**src/regex_defs.svh**
```systemverilog
`ifndef REGEX_DEFS_SVH
`define REGEX_DEFS_SVH

////////////////////////////////////////
// widths
////////////////////////////////////////

`define REG_WIDTH           32      // register and bus data
`define MEM_RD_WIDTH        64      // memory read word
`define MEM_RD_ADDR_WIDTH   9       // read address, 64-bit words
`define MEM_WR_ADDR_WIDTH   10      // write address, 32-bit words
`define AXI_ADDR_WIDTH      5       // register window

// longest program the engine will walk
`define MAX_INSTR           256

////////////////////////////////////////
// register window byte offsets
////////////////////////////////////////

`define REG_DATA_IN         5'h00
`define REG_ADDRESS         5'h04
`define REG_START_PTR       5'h08
`define REG_CMD             5'h0C
`define REG_STATUS          5'h10   // read only
`define REG_DATA_OUT        5'h14   // read only

`endif

```
**src/regex_pkg.sv**
```systemverilog
`include "regex_defs.svh"

package regex_pkg;

    typedef logic [`REG_WIDTH-1:0]         reg_word_t;
    typedef logic [`MEM_RD_WIDTH-1:0]      mem_word_t;  // lowest address in low bits
    typedef logic [`MEM_RD_ADDR_WIDTH-1:0] rd_addr_t;
    typedef logic [`MEM_WR_ADDR_WIDTH-1:0] wr_addr_t;
    typedef logic [7:0]                    char_t;
    typedef logic [15:0]                   instr_t;     // opcode [15:8], char [7:0]

    // full register width so that stray upper bits decode as no command
    typedef enum logic [`REG_WIDTH-1:0] {
        CMD_NOP          = 0,
        CMD_WRITE        = 1,
        CMD_READ         = 2,
        CMD_START        = 3,
        CMD_RESTART      = 4,
        CMD_READ_ELAPSED = 5,
        CMD_RESET        = 6
    } cmd_e;

    typedef enum logic [7:0] {
        OP_CHAR   = 8'd1,
        OP_ANY    = 8'd2,
        OP_ACCEPT = 8'd3
    } op_e;

    typedef enum logic [2:0] {
        STATUS_IDLE     = 3'd0,
        STATUS_RUNNING  = 3'd1,
        STATUS_ACCEPTED = 3'd2,
        STATUS_REJECTED = 3'd3,
        STATUS_ERROR    = 3'd4
    } status_e;

    typedef struct packed {
        reg_word_t data_in;
        reg_word_t address;
        reg_word_t start_ptr;
        reg_word_t cmd;
    } host_regs_t;

    typedef struct packed {
        logic     valid;
        rd_addr_t addr;
    } mem_req_t;

    typedef struct packed {
        logic      valid;
        wr_addr_t  addr;
        reg_word_t data;
    } mem_wr_t;

    typedef struct packed {
        logic finish;
        logic accept;
        logic error;
    } run_result_t;

endpackage

```
**src/match_engine.sv**
```systemverilog
`timescale 1ns/100ps
`include "regex_defs.svh"

module match_engine
    import regex_pkg::*;
(
    input  logic        clk,
    input  logic        core_reset,
    input  logic        start,
    input  reg_word_t   start_ptr,
    output mem_req_t    req,
    input  logic        grant,
    input  mem_word_t   rd_data,
    output run_result_t result
);

typedef enum logic [2:0] {
    S_IDLE,
    S_IFETCH,   // instruction request
    S_IWAIT,    // instruction word back, decode
    S_TFETCH,   // text request
    S_TCMP      // text word back, compare
} eng_state_e;

eng_state_e                  state;
logic [$clog2(`MAX_INSTR):0] pc;
logic [$clog2(`MAX_INSTR):0] pc_nxt;
reg_word_t                   ptr;   // text byte address
instr_t                      instr;
instr_t                      instr_q;
op_e                         op;
char_t                       text_ch;
logic                        miss;

assign pc_nxt  = pc + 1'b1;
assign instr   = rd_data[pc[1:0]*16 +: 16];  // four instructions per word
assign op      = op_e'(instr[15:8]);
assign text_ch = rd_data[ptr[2:0]*8 +: 8];
// zero byte ends the text
assign miss = (text_ch == '0) ||
              ((op_e'(instr_q[15:8]) == OP_CHAR) && (text_ch != instr_q[7:0]));

always_comb
begin
    req.valid = (state == S_IFETCH) || (state == S_TFETCH);
    if (state == S_TFETCH)
        req.addr = rd_addr_t'(ptr >> 3);
    else
        req.addr = rd_addr_t'(pc >> 2);
end

always_ff @(posedge clk)
begin
    if (state == S_IWAIT)
        instr_q <= instr;
end

always_ff @(posedge clk)
begin
    if (core_reset)
    begin
        state  <= S_IDLE;
        pc     <= '0;
        ptr    <= '0;
        result <= '0;
    end
    else if (start)
    begin
        state  <= S_IFETCH;
        pc     <= '0;
        ptr    <= start_ptr;
        result <= '0;
    end
    else
    begin
        case (state)
            S_IFETCH:
                if (grant)
                    state <= S_IWAIT;
            S_IWAIT:
            begin
                case (op)
                    OP_CHAR, OP_ANY:
                        state <= S_TFETCH;
                    OP_ACCEPT:
                    begin
                        result.finish <= 1'b1;
                        result.accept <= 1'b1;
                        state         <= S_IDLE;
                    end
                    default:
                    begin
                        result.error <= 1'b1;  // unknown opcode
                        state        <= S_IDLE;
                    end
                endcase
            end
            S_TFETCH:
                if (grant)
                    state <= S_TCMP;
            S_TCMP:
            begin
                if (miss)
                begin
                    result.finish <= 1'b1;
                    state         <= S_IDLE;
                end
                else if (pc_nxt == `MAX_INSTR)
                begin
                    result.error <= 1'b1;  // ran off the program
                    state        <= S_IDLE;
                end
                else
                begin
                    pc    <= pc_nxt;
                    ptr   <= ptr + 1'b1;
                    state <= S_IFETCH;
                end
            end
            default:
                state <= S_IDLE;
        endcase
    end
end

endmodule

```
**config.mk**
```make
export PLATFORM = sky130hd
export DESIGN_NAME = match_engine
export DESIGN_NICKNAME = d
export VERILOG_FILES = /design/src/regex_pkg.sv /design/src/match_engine.sv
export VERILOG_INCLUDE_DIRS = /design/src /design/src/src
export SDC_FILE = /design/constraint.sdc
export NUM_CORES = 1
export LEC_CHECK = 0
export BUFFER_PORTS_ARGS = -buffer_cell sky130_fd_sc_hd__buf_2
export CAP_MARGIN = 30
export CELL_PAD_IN_SITES_DETAIL_PLACEMENT = 0
export CELL_PAD_IN_SITES_GLOBAL_PLACEMENT = 1
export CORE_MARGIN = 2
export CORE_UTILIZATION = 41
export DETAILED_ROUTE_END_ITERATION = 10
export GPL_TIMING_DRIVEN = 1
export HOLD_SLACK_MARGIN = 0.12
export PLACE_DENSITY = 0.84
export SETUP_SLACK_MARGIN = 0.4
export SLEW_MARGIN = 20
export SYNTH_ARGS = -nofsm -noshare
export SYNTH_HDL_FRONTEND = slang
export SYNTH_SLANG_ARGS = --single-unit
export TNS_END_PERCENT = 10
```
**constraint.sdc**
```tcl
create_clock -name clk -period 4.65 [get_ports clk]
set_clock_uncertainty 0.05 [all_clocks]
set_input_delay 0.2325 -clock clk [delete_from_list [all_inputs] [get_ports clk]]
set_output_delay 0.2325 -clock clk [all_outputs]
set_load 0.02 [all_outputs]
```
## Yosys cells after proc, flatten, opt, wreduce, memory -nomap -nowiden

Index checks and enable logic that the tools add are counted.
W data, S select, Z words.

- Register bits: 63
- Output and inout bits: 13
- Bits of input ports: 100

- Reduce and logical (&&, ||, !) cells: 16
- Add/subtract/negate cells: 2
- Bitwise logic cells: 2
- Equality and inequality tests: 21
- Mux-type cells: 19
- Shift operators: 2

Operators by type and width:

| cell | count |
|---|---|
| $mux W32 | 4 |
| $shiftx A64 B7 Y16 | 1 |
| $shiftx A64 B7 Y8 | 1 |
| $add A32 B1 Y32 const B | 1 |
| $eq A8 B1 Y1 const B | 2 |
| $eq A8 B2 Y1 const B | 2 |
| $ne A2 B2 Y1 const B | 8 |
| $pmux W3 S4 | 1 |
| $add A9 B1 Y9 const B | 1 |
| $eq A9 B9 Y1 const B | 1 |
| $mux W3 | 3 |
| $mux W9 | 1 |
| $reduce_and A3 Y1 | 3 |
| $logic_not A8 Y1 | 1 |
| $ne A8 B8 Y1 | 1 |
| $eq A3 B2 Y1 const B | 2 |
| $mux W1 | 6 |
| $ne A3 B3 Y1 const B | 2 |
| $reduce_and A2 Y1 | 3 |
| $mux W2 | 2 |
| $pmux W1 S2 | 2 |
| $reduce_and A4 Y1 | 1 |
| $reduce_bool A2 Y1 | 2 |
| $reduce_or A2 Y1 | 2 |
| 7 further kinds | 9 |

## Longest topological paths before layout

Gate-level depths: netlist (run 1).

- Depth in word-level cells: 7
- Gate-level depth with buffers: 11
- Gate-level depth less buffers: 8

## Worst setup path before layout (run 1)

Ideal clock, no wire load.

- Path type: register to register
- Start: register ptr[0]
- End: register ptr[3]
- Setup slack: 1.909 ns
- Library setup time: 0.091 ns
- Cell stages (with the launch flop): 10
- Data arrival time: 2.600 ns
- Buffers on the path: 2
- Path through: dfxtp_1 -> buf_4 -> buf_2 -> mux4_2 -> mux2i_4 -> xor2_1 -> o2111ai_1 -> o31a_1 -> or4_1 -> a311oi_1

- Cells in the longest elaborated chain, start to end: 6
- Elaborated cells between the ends (all ways): 12
- Those cells by class: 1 x add/sub; 2 x eq/ne; 1 x shift; 4 x mux; 4 x reduce/logical

Ends and longest elaborated chain:

| item | RTL line | RTL |
|---|---|---|
| start: declaration | match_engine.sv:28 | `reg_word_t ptr;` |
| start signal: assignment | match_engine.sv:71 | `ptr <= start_ptr;` |
| start signal: assignment | match_engine.sv:116 | `ptr <= ptr + 1'b1;` |
| $shiftx A64 B7 Y8 | match_engine.sv:38 | `assign text_ch = rd_data[ptr[2:0]*8 +: 8];` |
| $ne A8 B8 Y1 | match_engine.sv:41 | `((op_e'(instr_q[15:8]) == OP_CHAR) && (text_ch != instr_q[7:0]));` |
| $logic_and A1 B1 Y1 | match_engine.sv:41 |  |
| $logic_or A1 B1 Y1 | match_engine.sv:40 | `assign miss = (text_ch == '0) \|\|` |
| $ne A2 B2 Y1 (no line) | n/a |  |
| $reduce_and A3 Y1 (no line) | n/a |  |

Parallel ways exist; a longest one is shown, timed or not. The select of a mux whose other input is x is not followed.
A chain may end at the register's enable or synchronous reset.

## Worst setup path after layout (run 1)

Same ends and word-level chain as after synthesis.

==> results of run 1 <==
-- synth_stat cells, types with 8 or more instances --
| cell type | instances | share of area (%) |
|---|---|---|
| o21ai_0 | 10 | 1.5 |
| nand2_1 | 34 | 3.8 |
| inv_1 | 9 | 1.0 |
| mux4_2 | 20 | 13 |
| or4_1 | 8 | 1.8 |
| nand4_1 | 13 | 2.4 |
| mux2i_1 | 31 | 9.2 |
| nor2_1 | 24 | 2.7 |
| edfxtp_1 | 16 | 14 |
| nand3_1 | 12 | 1.8 |
| or3_1 | 11 | 2.0 |
| nor4_1 | 8 | 1.5 |
| dfxtp_1 | 27 | 16 |
| clkbuf_1 | 14 | 1.6 |
| a22o_1 | 10 | 2.6 |
-- metal layers --
metal  track usage, %  share of wire (%)
met5                0                  0
met4             5.07                1.2
met3             3.35                4.5
met2             37.3                 50
met1             26.0                 44
-- power by group --
part           internal, uW  leakage (uW)  switching (uW)
Sequential              402      0.000366            19.2
Combinational          89.1       0.00113            82.8
Clock                   105     0.0000412             135
Total                   596       0.00154             237
-- path summary, 6_finish.rpt --
path	endpoint	cells after the start	start	slack (ns)
worst max-delay path	ptr[3]	8	ptr[0]	1.19
worst min-delay path	state[2]	3	grant	0.13
worst max register to register	ptr[3]	8	ptr[0]	1.19
worst min register to register	result[0]	2	result[0]	0.41
-- cell usage in the layout, fill, tap and decap left out, types with 4 or more instances in the layout --
cell      Yosys  layout
a311oi_1      5       5
edfxtp_1     16      16
or4_1         8       8
nand3_1      12      12
nand2_1      34      34
mux4_2       20      20
mux2i_1      31      31
nand4_1      13      13
nor3_1        5       5
inv_1         9       9
and3_1        6       6
nor2_1       24      24
nor4_1        8       8
clkbuf_8      0       5
o21ai_0      10      10
or3_1        11      11
nor2b_1       4       4
buf_2         5      92
mux2_2        5       5
a21oi_1       5       5
a22o_1       10      10
buf_4         2       8
dfxtp_1      27      27
o31ai_1       6       5
-- kinds of logic (layout without fill, tap and decap cells) --
logic type | after synthesis | after routing | synth area share (%)
flops | 43 | 43 | 30.2
mux | 59 | 59 | 26.4
compound gates | 65 | 65 | 14.6
xor+xnor | 6 | 6 | 1.55
buf+inv | 34 | 120 | 4.40
simple gates | 139 | 139 | 21.8
fa+ha+maj | 3 | 3 | 1.11
-- stage by stage --
step / std cells / instance area [sq um] / power (uW)
finish: 540 / 4040 / 833
global route: 540 / 4040 / 873
CTS: 539 / 4030 / 837
detailed placement: 529 / 3920 / 600
global placement: 528 / 3920 / 596
floorplan: 349 / 3380 / 534
-- repair_timing --
item,in CTS,in global routing
endpoints found under the setup margin,0,0
endpoints found under the hold margin,2,0
hold buffers,2,0
-- worst min-delay path, stage by stage --
cell,delay [ns]
buf_2,0.12
nand2_1,0.05
nor2_1,0.03
-- area by class of cell --
class | count | area [sq um] | area share, %
clock buffers | 6 | 72.6 | 1.80
well taps | 105 | 131 | 3.25
multi-input cells | 272 | 2220 | 55.0
inverters | 10 | 37.5 | 0.930
flip-flops and latches | 43 | 1020 | 25.3
repair buffers | 102 | 541 | 13.4
clock inverters | 2 | 12.5 | 0.310
-- sequential cells by signal, indices dropped and copies added, names as in the netlist --
register / count
instr_q: 16
ptr: 12
pc: 9
result: 3
state: 3
==> summary.md, run 1 <==
| Metric | Value |
|---|---|
| Initial drt markers | 147 |
| Core Util, Final | 49.9% |
| Max cap viols | 0 |
| Req. time, crit path | a little under 5 ns |
| Row count | 33 |
| Antenna Cells | 0 |
| YS warnings | 0 |
| Final net count | between 500 and 600 |
| Clock root buffer | clkbuf_8 |
| DRC viols | 0 |
| Placer Congestion | 0.877 |
| Post-Syn Area | 3380 sq um |
| CP startpoint kind | register |
| Leakage power | 0.00154 uW |
| Final Max Tran Viols | 0 |
| GRT Residual Overflow | 0 |
| Setup TNS | 0 ns |
| Post-DR wirelength/cell | approximately 17 um |
| Clock Path Buffers | 2 |
| CP endpoint kind | register |
| Clock latency on the worst-skew pair | approximately 0.3 ns |
| Die footprint | 8990 sq um |
| CTS clk-pin slew, worst paths | 0.08 ns |
| Post-synth EDFFs | 16 |
| Final hold slack | 0.125 ns |
| Tcrit/Tclk final | 74.4% |
| Final setup fails | 0 |
| Max_slew headroom | 45.0% |
| CTS Sinks | 43 |
| Initial core utilization | a little over two fifths |
| PD cells | about 210 nW/um^2 |
| Largest net degree at the start of global routing | 23 |
| Initial DRT Pass Iterations | 4 |
| Predominant post-synthesis flop cell | dfxtp_1 |
| Async S/R FF share, synth | 0% |
| Num ports | roughly 110 |
| Sequential cell area fraction in the yosys report | 30.2% |
| Slew @ Worst Pin | between 0.8 and 0.9 ns |
| First-pass GRT wire length | 14500 um |
| DP HPWL | 7020 um |
| Min-Delay Path Class | in -> reg |
| Layout fillers | between 800 and 900 |
| Critical path's slowest cell | dfxtp_1 |
| Post-CTS Resized | 0 |
| Crit path max fanout | 18 |
| Area delta synth->final | 19.4% |
| CTS tree | done |
| Critical path arrival | 3.62 ns |
| Core box area | 8090 sq um |
| Syn avg cell area | 9.69 sq um |
| Fin crit period | 3.46 ns |
| Number of hold violations in the final report | 0 |
| CP Cell Sequence | buf_4 -> mux2i_1 -> a22o_1 -> o21ai_0 -> nand4_1 -> o31a_1 -> or4_1 -> a311oi_1 |
| Num CTS Buffers | 5 |
| Status | finished, final reports clean |
| CP Buf/Inv Count | 1 |
| Post-place setup slack | approximately 1.2 ns |
| Mapped Nets | 452 |
| Initial antenna violation count | 0 |
| Crit-path leading delay family | compound AO/OA/AOI/OAI gates |
| Port Buf Inserts | slightly above 90 |
| Die X | 94.8 um |
| Vias | 3130 |
| Vias in the first global route | 3037 |
| Synth cell types | 60 |
| GRT Util Overall | about a fifth |
| Crit Path Class | reg -> reg |
| #FFs+latches synth | between 40 and 50 |
| Post-DRT Antenna Nets | 0 |
| Share of cells above drive strength 1 | 32.4% |
| Postcts setup bufs | 0 |
| Syn Inst Count | 349 |
| Total Wirelength | 9300 um |
| Die boundary height | 94.8 um |
| Final worst slack | 1.19 ns |
| H-tree depth | 2 |
| FMAX | 289 MHz |
| Unrepaired setup endpoints after global routing | false |
| Crit path largest cell delay | 0.86 ns |
| Max rail drop VDD | between 0.1 and 0.15 mV |
| Via density | 5.80 |
Note: power is estimated with default switching activity, not from simulation.
==> run 2, diff against run 1 <==
--- a/config.mk
+++ b/config.mk
@@ -11,11 +11,11 @@
 export CELL_PAD_IN_SITES_DETAIL_PLACEMENT = 0
 export CELL_PAD_IN_SITES_GLOBAL_PLACEMENT = 1
 export CORE_MARGIN = 2
-export CORE_UTILIZATION = 41
+export CORE_UTILIZATION = 35
 export DETAILED_ROUTE_END_ITERATION = 10
 export GPL_TIMING_DRIVEN = 1
 export HOLD_SLACK_MARGIN = 0.12
-export PLACE_DENSITY = 0.84
+export PLACE_DENSITY = 0.76
 export SETUP_SLACK_MARGIN = 0.4
 export SLEW_MARGIN = 20
 export SYNTH_ARGS = -nofsm -noshare
==> constraint.sdc (replaced) <==
create_clock -name clk -period 2.8 [get_ports clk]
set_clock_uncertainty 0.05 [all_clocks]
set_input_delay 0.14 -clock clk [delete_from_list [all_inputs] [get_ports clk]]
set_output_delay 0.14 -clock clk [all_outputs]
set_load 0.02 [all_outputs]
==> run 2 against run 1 <==
Effect of this change:
- the flow now finishes with violations (setup timing)
- register-to-register slack worse by 1.3 ns
- sequential power up 64%
- die area rose by 16%
- sequential share of layout area is 3.1 points lower
- worst setup slack worse by 1.3 ns
- critical path type unchanged
- largest power group unchanged
==> summary.md, run 2 (synthesized netlist as in run 1, its figures left out) <==
| Metric | Value |
|---|---|
| Row count | 35 |
| Initial DRT Pass Iterations | 5 |
| Min-Delay Path Class | in -> reg |
| Max rail drop VDD | 0.194 mV |
| Most common cell after layout, fill and taps aside | buf_2 |
| Clock latency on the worst-skew pair | between 0.3 and 0.4 ns |
| Initial core utilization | 36.2% |
| Crit path max fanout | 9 |
| FMAX | 345 MHz |
| CP endpoint kind | register |
| Share of cells above drive strength 1 | 41.4% |
| Leakage power | 0.00179 uW |
| Area delta synth->final | 36.6% |
| GRT Util Overall | a little over a fifth |
| Num ports | 113 |
| Failing checks | setup timing |
| Slew @ Worst Pin | 0.452 ns |
| Unrepaired setup endpoints after global routing | true |
| Status | complete, but fails checks |
| CTS Sinks | 43 |
| PD cells | 323 nW/um^2 |
| H-tree depth | 2 |
| Vias in the first global route | between 3000 and 4000 |
| Max reg flops | 16 |
| First-pass GRT wire length | 17000 um |
| Tcrit/Tclk final | 104% |
| Core box area | 9330 sq um |
| Placer Congestion | 0.830 |
| Crit path largest cell delay | 0.59 ns |
| Most frequent cells in the layout | buf_2, buf_4, nand2_1, mux2i_1, dfxtp_1 |
| GRT Residual Overflow | 0 |
| Initial antenna violation count | 0 |
| Critical path arrival | ~3.1 ns |
| Antenna Cells | 0 |
| Post-place setup slack | -0.184 ns |
| Final worst slack | -0.0990 ns |
| Post-DR wirelength/cell | 17.8 um |
| Clock root buffer | clkbuf_8 |
| CP startpoint kind | register |
| Core Util, Final | between 40% and 50% |
| Die boundary height | between 100 and 150 um |
| Biggest regs | instr_q x16, ptr x12, pc x9 |
| Critical path's slowest cell | mux4_1 |
| DRC viols | 0 |
| Setup TNS | -0.349 ns |
| CP Buf/Inv Count | 3 |
| Max cap viols | 0 |
| Final setup fails | 10 |
| Post-DRT Antenna Nets | 0 |
| Req. time, crit path | 2.96 ns |
| Total Wirelength | 10900 um |
| Largest net degree at the start of global routing | 23 |
| CTS clk-pin slew, worst paths | 0.09 ns |
| Num CTS Buffers | 5 |
| Port Buf Inserts | 92 |
| Final net count | about 590 |
| Number of hold violations in the final report | 0 |
| Max_slew headroom | between 60% and 70% |
| Clock Path Buffers | 2 |
| Crit-path leading delay family | multiplexers |
| Top reg by flops | instr_q |
| Crit Path Class | reg -> reg |
| Fin crit period | 2.90 ns |
| Via density | 5.69 |
| Initial drt markers | 188 |
| Final Max Tran Viols | 0 |
| Vias | roughly 3500 |
| Die footprint | 10500 sq um |
| DP HPWL | roughly 8100 um |
| CP Cell Sequence | mux4_1 -> mux2i_2 -> buf_4 -> nand2_1 -> nor4_2 -> buf_4 -> inv_1 -> a31o_2 -> a311oi_1 |
| CTS tree | done |
| Die X | 102 um |
| Critical path's most frequent cell | buf_4 |
-- run 2: cell types whose count changed in the layout (fill, tap and decap cells not counted), sizes merged --
cell,before,now
clkinvlp,1,2
clkbuf,6,5
dlygate4sd3,2,10
buf,100,139
clkinv,2,1
inv,9,10
o31a,2,3
-- run 2: path summary, 6_finish.rpt --
kind / start / endpoint / slack [ns] / cells past startpoint
max: ptr[2] / ptr[4] / -0.1 / 9
min: start_ptr[1] / ptr[1] / 0.16 / 3
max reg2reg: ptr[2] / ptr[4] / -0.1 / 9
min reg2reg: result[0] / result[0] / 0.41 / 2
-- run 2: what timing repair did --
action                                  in CTS  in global routing
endpoints found under the setup margin      26                 26
resized for setup                           13                 14
hold buffers                                10                  0
cloned                                       1                  1
hold endpoints to repair                    11                  0
pin swaps                                    9                  8
buffers inserted                             1                  2
-- run 2: routing by layer --
metal / GRT usage, % / vias to the layer above / part of all wire, %
li1: - / 1654 / -
met1: 26.9 / 1725 / 45
met2: 36.3 / 85 / 49
met3: 3.15 / 17 / 3.8
met4: 6.46 / 0 / 1.7
met5: 0 / - / 0
-- run 2: power breakdown --
group | switching (uW) | internal, uW | leakage, uW
registers | 22.6 | 668 | 0.000366
logic | 179 | 199 | 0.00138
clock network | 244 | 179 | 0.0000408
total | 445 | 1050 | 0.00179
-- run 2: layout make-up --
type                    count  area, sq um
clock buffers               5         68.8
clock inverters             3         23.8
fillers                   885         4710
inverters                  10         37.5
multi-input cells         273         2360
flip-flops and latches     43         1020
well taps                 129          161
repair buffers            149          947
-- run 2: stage by stage --
stage / std cells / hold WS [ns] / total power [uW] / instance area (sq um)
finish: 612 / 0.163 / 1490 / 4620
global route: 612 / 0.169 / 1550 / 4620
CTS: 609 / 0.162 / 1480 / 4540
global placement: 589 / 0.318 / 1040 / 4270
detailed placement: 589 / 0.326 / 1040 / 4270
floorplan: 349 / 0.204 / 889 / 3420
-- run 2: tightest hold or removal path, stage by stage --
cell      delay [ns]
buf_2           0.10
nor2_1          0.15
a311oi_1        0.08
==> run 3, diff against run 2 <==
--- a/config.mk
+++ b/config.mk
@@ -6,16 +6,17 @@
 export SDC_FILE = /design/constraint.sdc
 export NUM_CORES = 1
 export LEC_CHECK = 0
+export ABC_AREA = 1
 export BUFFER_PORTS_ARGS = -buffer_cell sky130_fd_sc_hd__buf_2
 export CAP_MARGIN = 30
 export CELL_PAD_IN_SITES_DETAIL_PLACEMENT = 0
 export CELL_PAD_IN_SITES_GLOBAL_PLACEMENT = 1
 export CORE_MARGIN = 2
-export CORE_UTILIZATION = 35
+export CORE_UTILIZATION = 31
 export DETAILED_ROUTE_END_ITERATION = 10
 export GPL_TIMING_DRIVEN = 1
 export HOLD_SLACK_MARGIN = 0.12
-export PLACE_DENSITY = 0.76
+export PLACE_DENSITY = 0.74
 export SETUP_SLACK_MARGIN = 0.4
 export SLEW_MARGIN = 20
 export SYNTH_ARGS = -nofsm -noshare
==> run 3 against run 2 <==
Effect of this change:
- the flow finishes with violations (DRC)
- count of clock-buffer cells in the layout grew 1
- clock power grew 51%
- sequential share of layout area down 0.27 points
- combinational power is 6.1% lower
- sequential power down 2%
- core utilization fell by 8.7 points
==> summary.md, run 3 <==
| Metric | Value |
|---|---|
| Min-Delay Path Class | in -> reg |
| Vias | 4177 |
| Via density | around 4.8 |
| First-pass GRT wire length | around 18000 um |
| Sequential cell area fraction in the yosys report | about 28% |
| Most common cell after layout, fill and taps aside | nand2_1 |
| Area delta synth->final | 27.8% |
| Switching power | 481 uW |
| Max rail drop VDD | ~0.23 mV |
| Post-Syn Area | 3680 sq um |
| Reg-to-reg startpoint | ptr[0] |
| PD cells | 356 nW/um^2 |
| Row count | 39 |
| Req. time, crit path | 2.91 ns |
| Initial core utilization | between 30% and 40% |
| Critical path arrival | approximately 2.4 ns |
| Mapped Nets | 727 |
| Clock Power Share | between 30% and 40% |
| Antenna Cells | 0 |
| Num CTS Buffers | 5 |
| Most frequent cell after synthesis | nand2_1 |
| Share of cells above drive strength 1 | 21.1% |
| Die footprint | 12700 sq um |
| CP startpoint | ptr[0] |
| Number of hold violations in the final report | 0 |
| Failing checks | DRC |
| Final Max Tran Viols | 0 |
| Main combinational cell family by area after synthesis | simple AND/OR/NAND/NOR gates |
| Max_slew headroom | 47.9% |
| Clock latency on the worst-skew pair | 0.29 ns |
| Worst reg-to-reg path cell count | 17 |
| Reg2reg setup slack | 0.52 ns |
| Placer Congestion | 0.834 |
| Switching Share | between 20% and 30% |
| Final setup fails | 0 |
| Post-place instance area | about 4200 sq um |
| GRT Util Overall | 17.3% |
| Max cap viols | 0 |
| Die X | 113 um |
| Dominant cells by area after synthesis | nand2_1, dfxtp_1, edfxtp_1 |
| YS warnings | 0 |
| Initial DRT Pass Iterations | 8 |
| CP endpoint kind | register |
| Post-synth top area share | 20.4% |
| R2r endpoint | ptr[4] |
| Fin crit period | 2.28 ns |
| Leakage power | 0.00241 uW |
| Largest net degree at the start of global routing | 32 |
| H-tree depth | 2 |
| Simple-gate share of the synthesized area | just under 40% |
| Commonest cells post-synth | nand2_1, inv_1, nand3_1 |
| Post-DR wirelength/cell | 13.1 um |
| GRT Residual Overflow | 0 |
| Most frequent cells in the layout | nand2_1, inv_1, buf_2, nand3_1, a21oi_1 |
| Total Power | 1670 uW |
| Die boundary height | 113 um |
| Clock root buffer | clkbuf_16 |
| CTS clk-pin slew, worst paths | 0.06 ns |
| #FFs+latches synth | 43 |
| Final hold slack | 0.143 ns |
| Crit path max fanout | 27 |
| Crit Path Class | reg -> reg |
| Initial drt markers | approximately 250 |
| Port Buf Inserts | 92 |
| Clock Path Buffers | 2 |
| Initial antenna violation count | 0 |
| Post-synth EDFFs | 16 |
| Async S/R FF share, synth | 0% |
| Core box area | 11500 sq um |
| Setup TNS | 0 ns |
| Max reg flops | 16 |
| Syn avg cell area | roughly 5.9 sq um |
| Biggest regs | instr_q x16, ptr x12, pc x9 |
| DRC viols | 7 |
| Num ports | 113 |
| Seq pwr share | 40.5% |
| Logic pwr share | 21.2% |
| Top reg by flops | instr_q |
| CP startpoint kind | register |
| Tcrit/Tclk final | 81.3% |
| XOR/XNOR Fraction of Synth Area | approximately 1.7% |
| End point of the critical path | ptr[4] |
| Syn Inst Count | 624 |
| Design area | 4700 sq um |
| Synth Area in Adders | 1.02% |
| Synth cell types | 37 |
| Slew @ Worst Pin | 0.781 ns |
| Area leader, netlist | nand2_1 |
| CTS Sinks | 43 |
| Vias in the first global route | a little under 4000 |
| Cell-internal power | 1190 uW |
| Post-DRT Antenna Nets | 0 |
| Unrepaired setup endpoints after global routing | true |
| Status | complete, but fails checks |
| Final net count | 824 |
| Total Wirelength | around 11000 um |
| Compound-Gate Fraction of Synth Area | 14.6% |
| FMAX | 439 MHz |
| Predominant post-synthesis flop cell | dfxtp_1 |
| Mux share of post-synthesis cell area | 0% |
| CTS tree | done |
| DP HPWL | 8230 um |
run 3: changes by cell type in the layout (fill, tap and decap cells not counted), moves of 25 or more:
cell	previous run	this run
a21oi_1	5	59
nand3_1	11	65
inv_1	9	102
o21ai_0	9	36
buf_4	41	16
nand2_1	34	196
mux2i_1	30	0
run 3: worst min path at each step:
stage | from | to | slack (ns) | depth (start not counted)
floorplan | core_reset | ptr[10] | 0.16 | 1
global placement | grant | state[2] | 0.34 | 3
detailed placement | grant | state[2] | 0.35 | 3
CTS | start_ptr[8] | ptr[8] | 0.14 | 5
global route | start_ptr[4] | ptr[4] | 0.16 | 5
finish | start_ptr[8] | ptr[8] | 0.14 | 5
run 3: layer usage:
layer	track usage [%]	vias to the layer above	part of all wire [%]
met4	4.07	0	1.3
met2	29.6	117	46
li1	-	2187	-
met3	2.73	9	7.5
met1	23.1	1864	45
met5	0	-	0
run 3: cell families after synthesis:
logic type                 count (synthesis)
and+or+nand+nor                          331
buffers and inverters                    136
xor gates and xnor gates                   7
DFF                                       43
adders and majority gates                  3
AOI/OAI and AO/OA                        104
run 3: final cells by class:
cell class / count / area [sq um]
timing repair buffer: 119 / 752
tap: 143 / 179
multi-input combinational: 446 / 2160
inverter: 106 / 414
fill: 1278 / 6820
clock inverter: 2 / 13.8
sequential: 43 / 1030
clock buffer: 6 / 150
run 3: power by group through the flow:
stage	combinational (uW)	sequential (uW)	clock, uW
5_1_grt	405	679	685
6_report	355	677	639
2_1_floorplan	219	689	0
4_1_cts	334	677	656
3_5_place_dp	331	691	0
3_3_place_gp	328	690	0
run 3: through the flow:
stage	util, %	setup WS, ns	cells
CTS	38.5	0.370	851
global route	40.8	0.363	865
detailed placement	36.9	0.373	842
global placement	36.9	0.421	842
finish	40.8	0.522	865
floorplan	-	0.528	624
run 3: what timing repair did:
action                     CTS  global route
pin swaps                    0            10
buffers inserted             0            11
setup endpoints to repair   12            24
gates cloned                 0             3
hold buffers                 1             0
gates resized for setup      1            32
hold endpoints to repair     1             0
run 3: worst max-delay path, cell delays in order, from the launching register on:
cell,delay (ns)
dfxtp_4,0.39
buf_12,0.16
inv_16,0.07
nand2_1,0.07
nand3_1,0.06
nand3_1,0.12
nand2_2,0.10
nand2_1,0.08
nand2_1,0.05
inv_1,0.05
nand2_1,0.05
nor2_1,0.11
nand2_1,0.10
nand2_4,0.12
nand3_4,0.20
clkbuf_16,0.23
nand3_1,0.06
a21oi_1,0.08
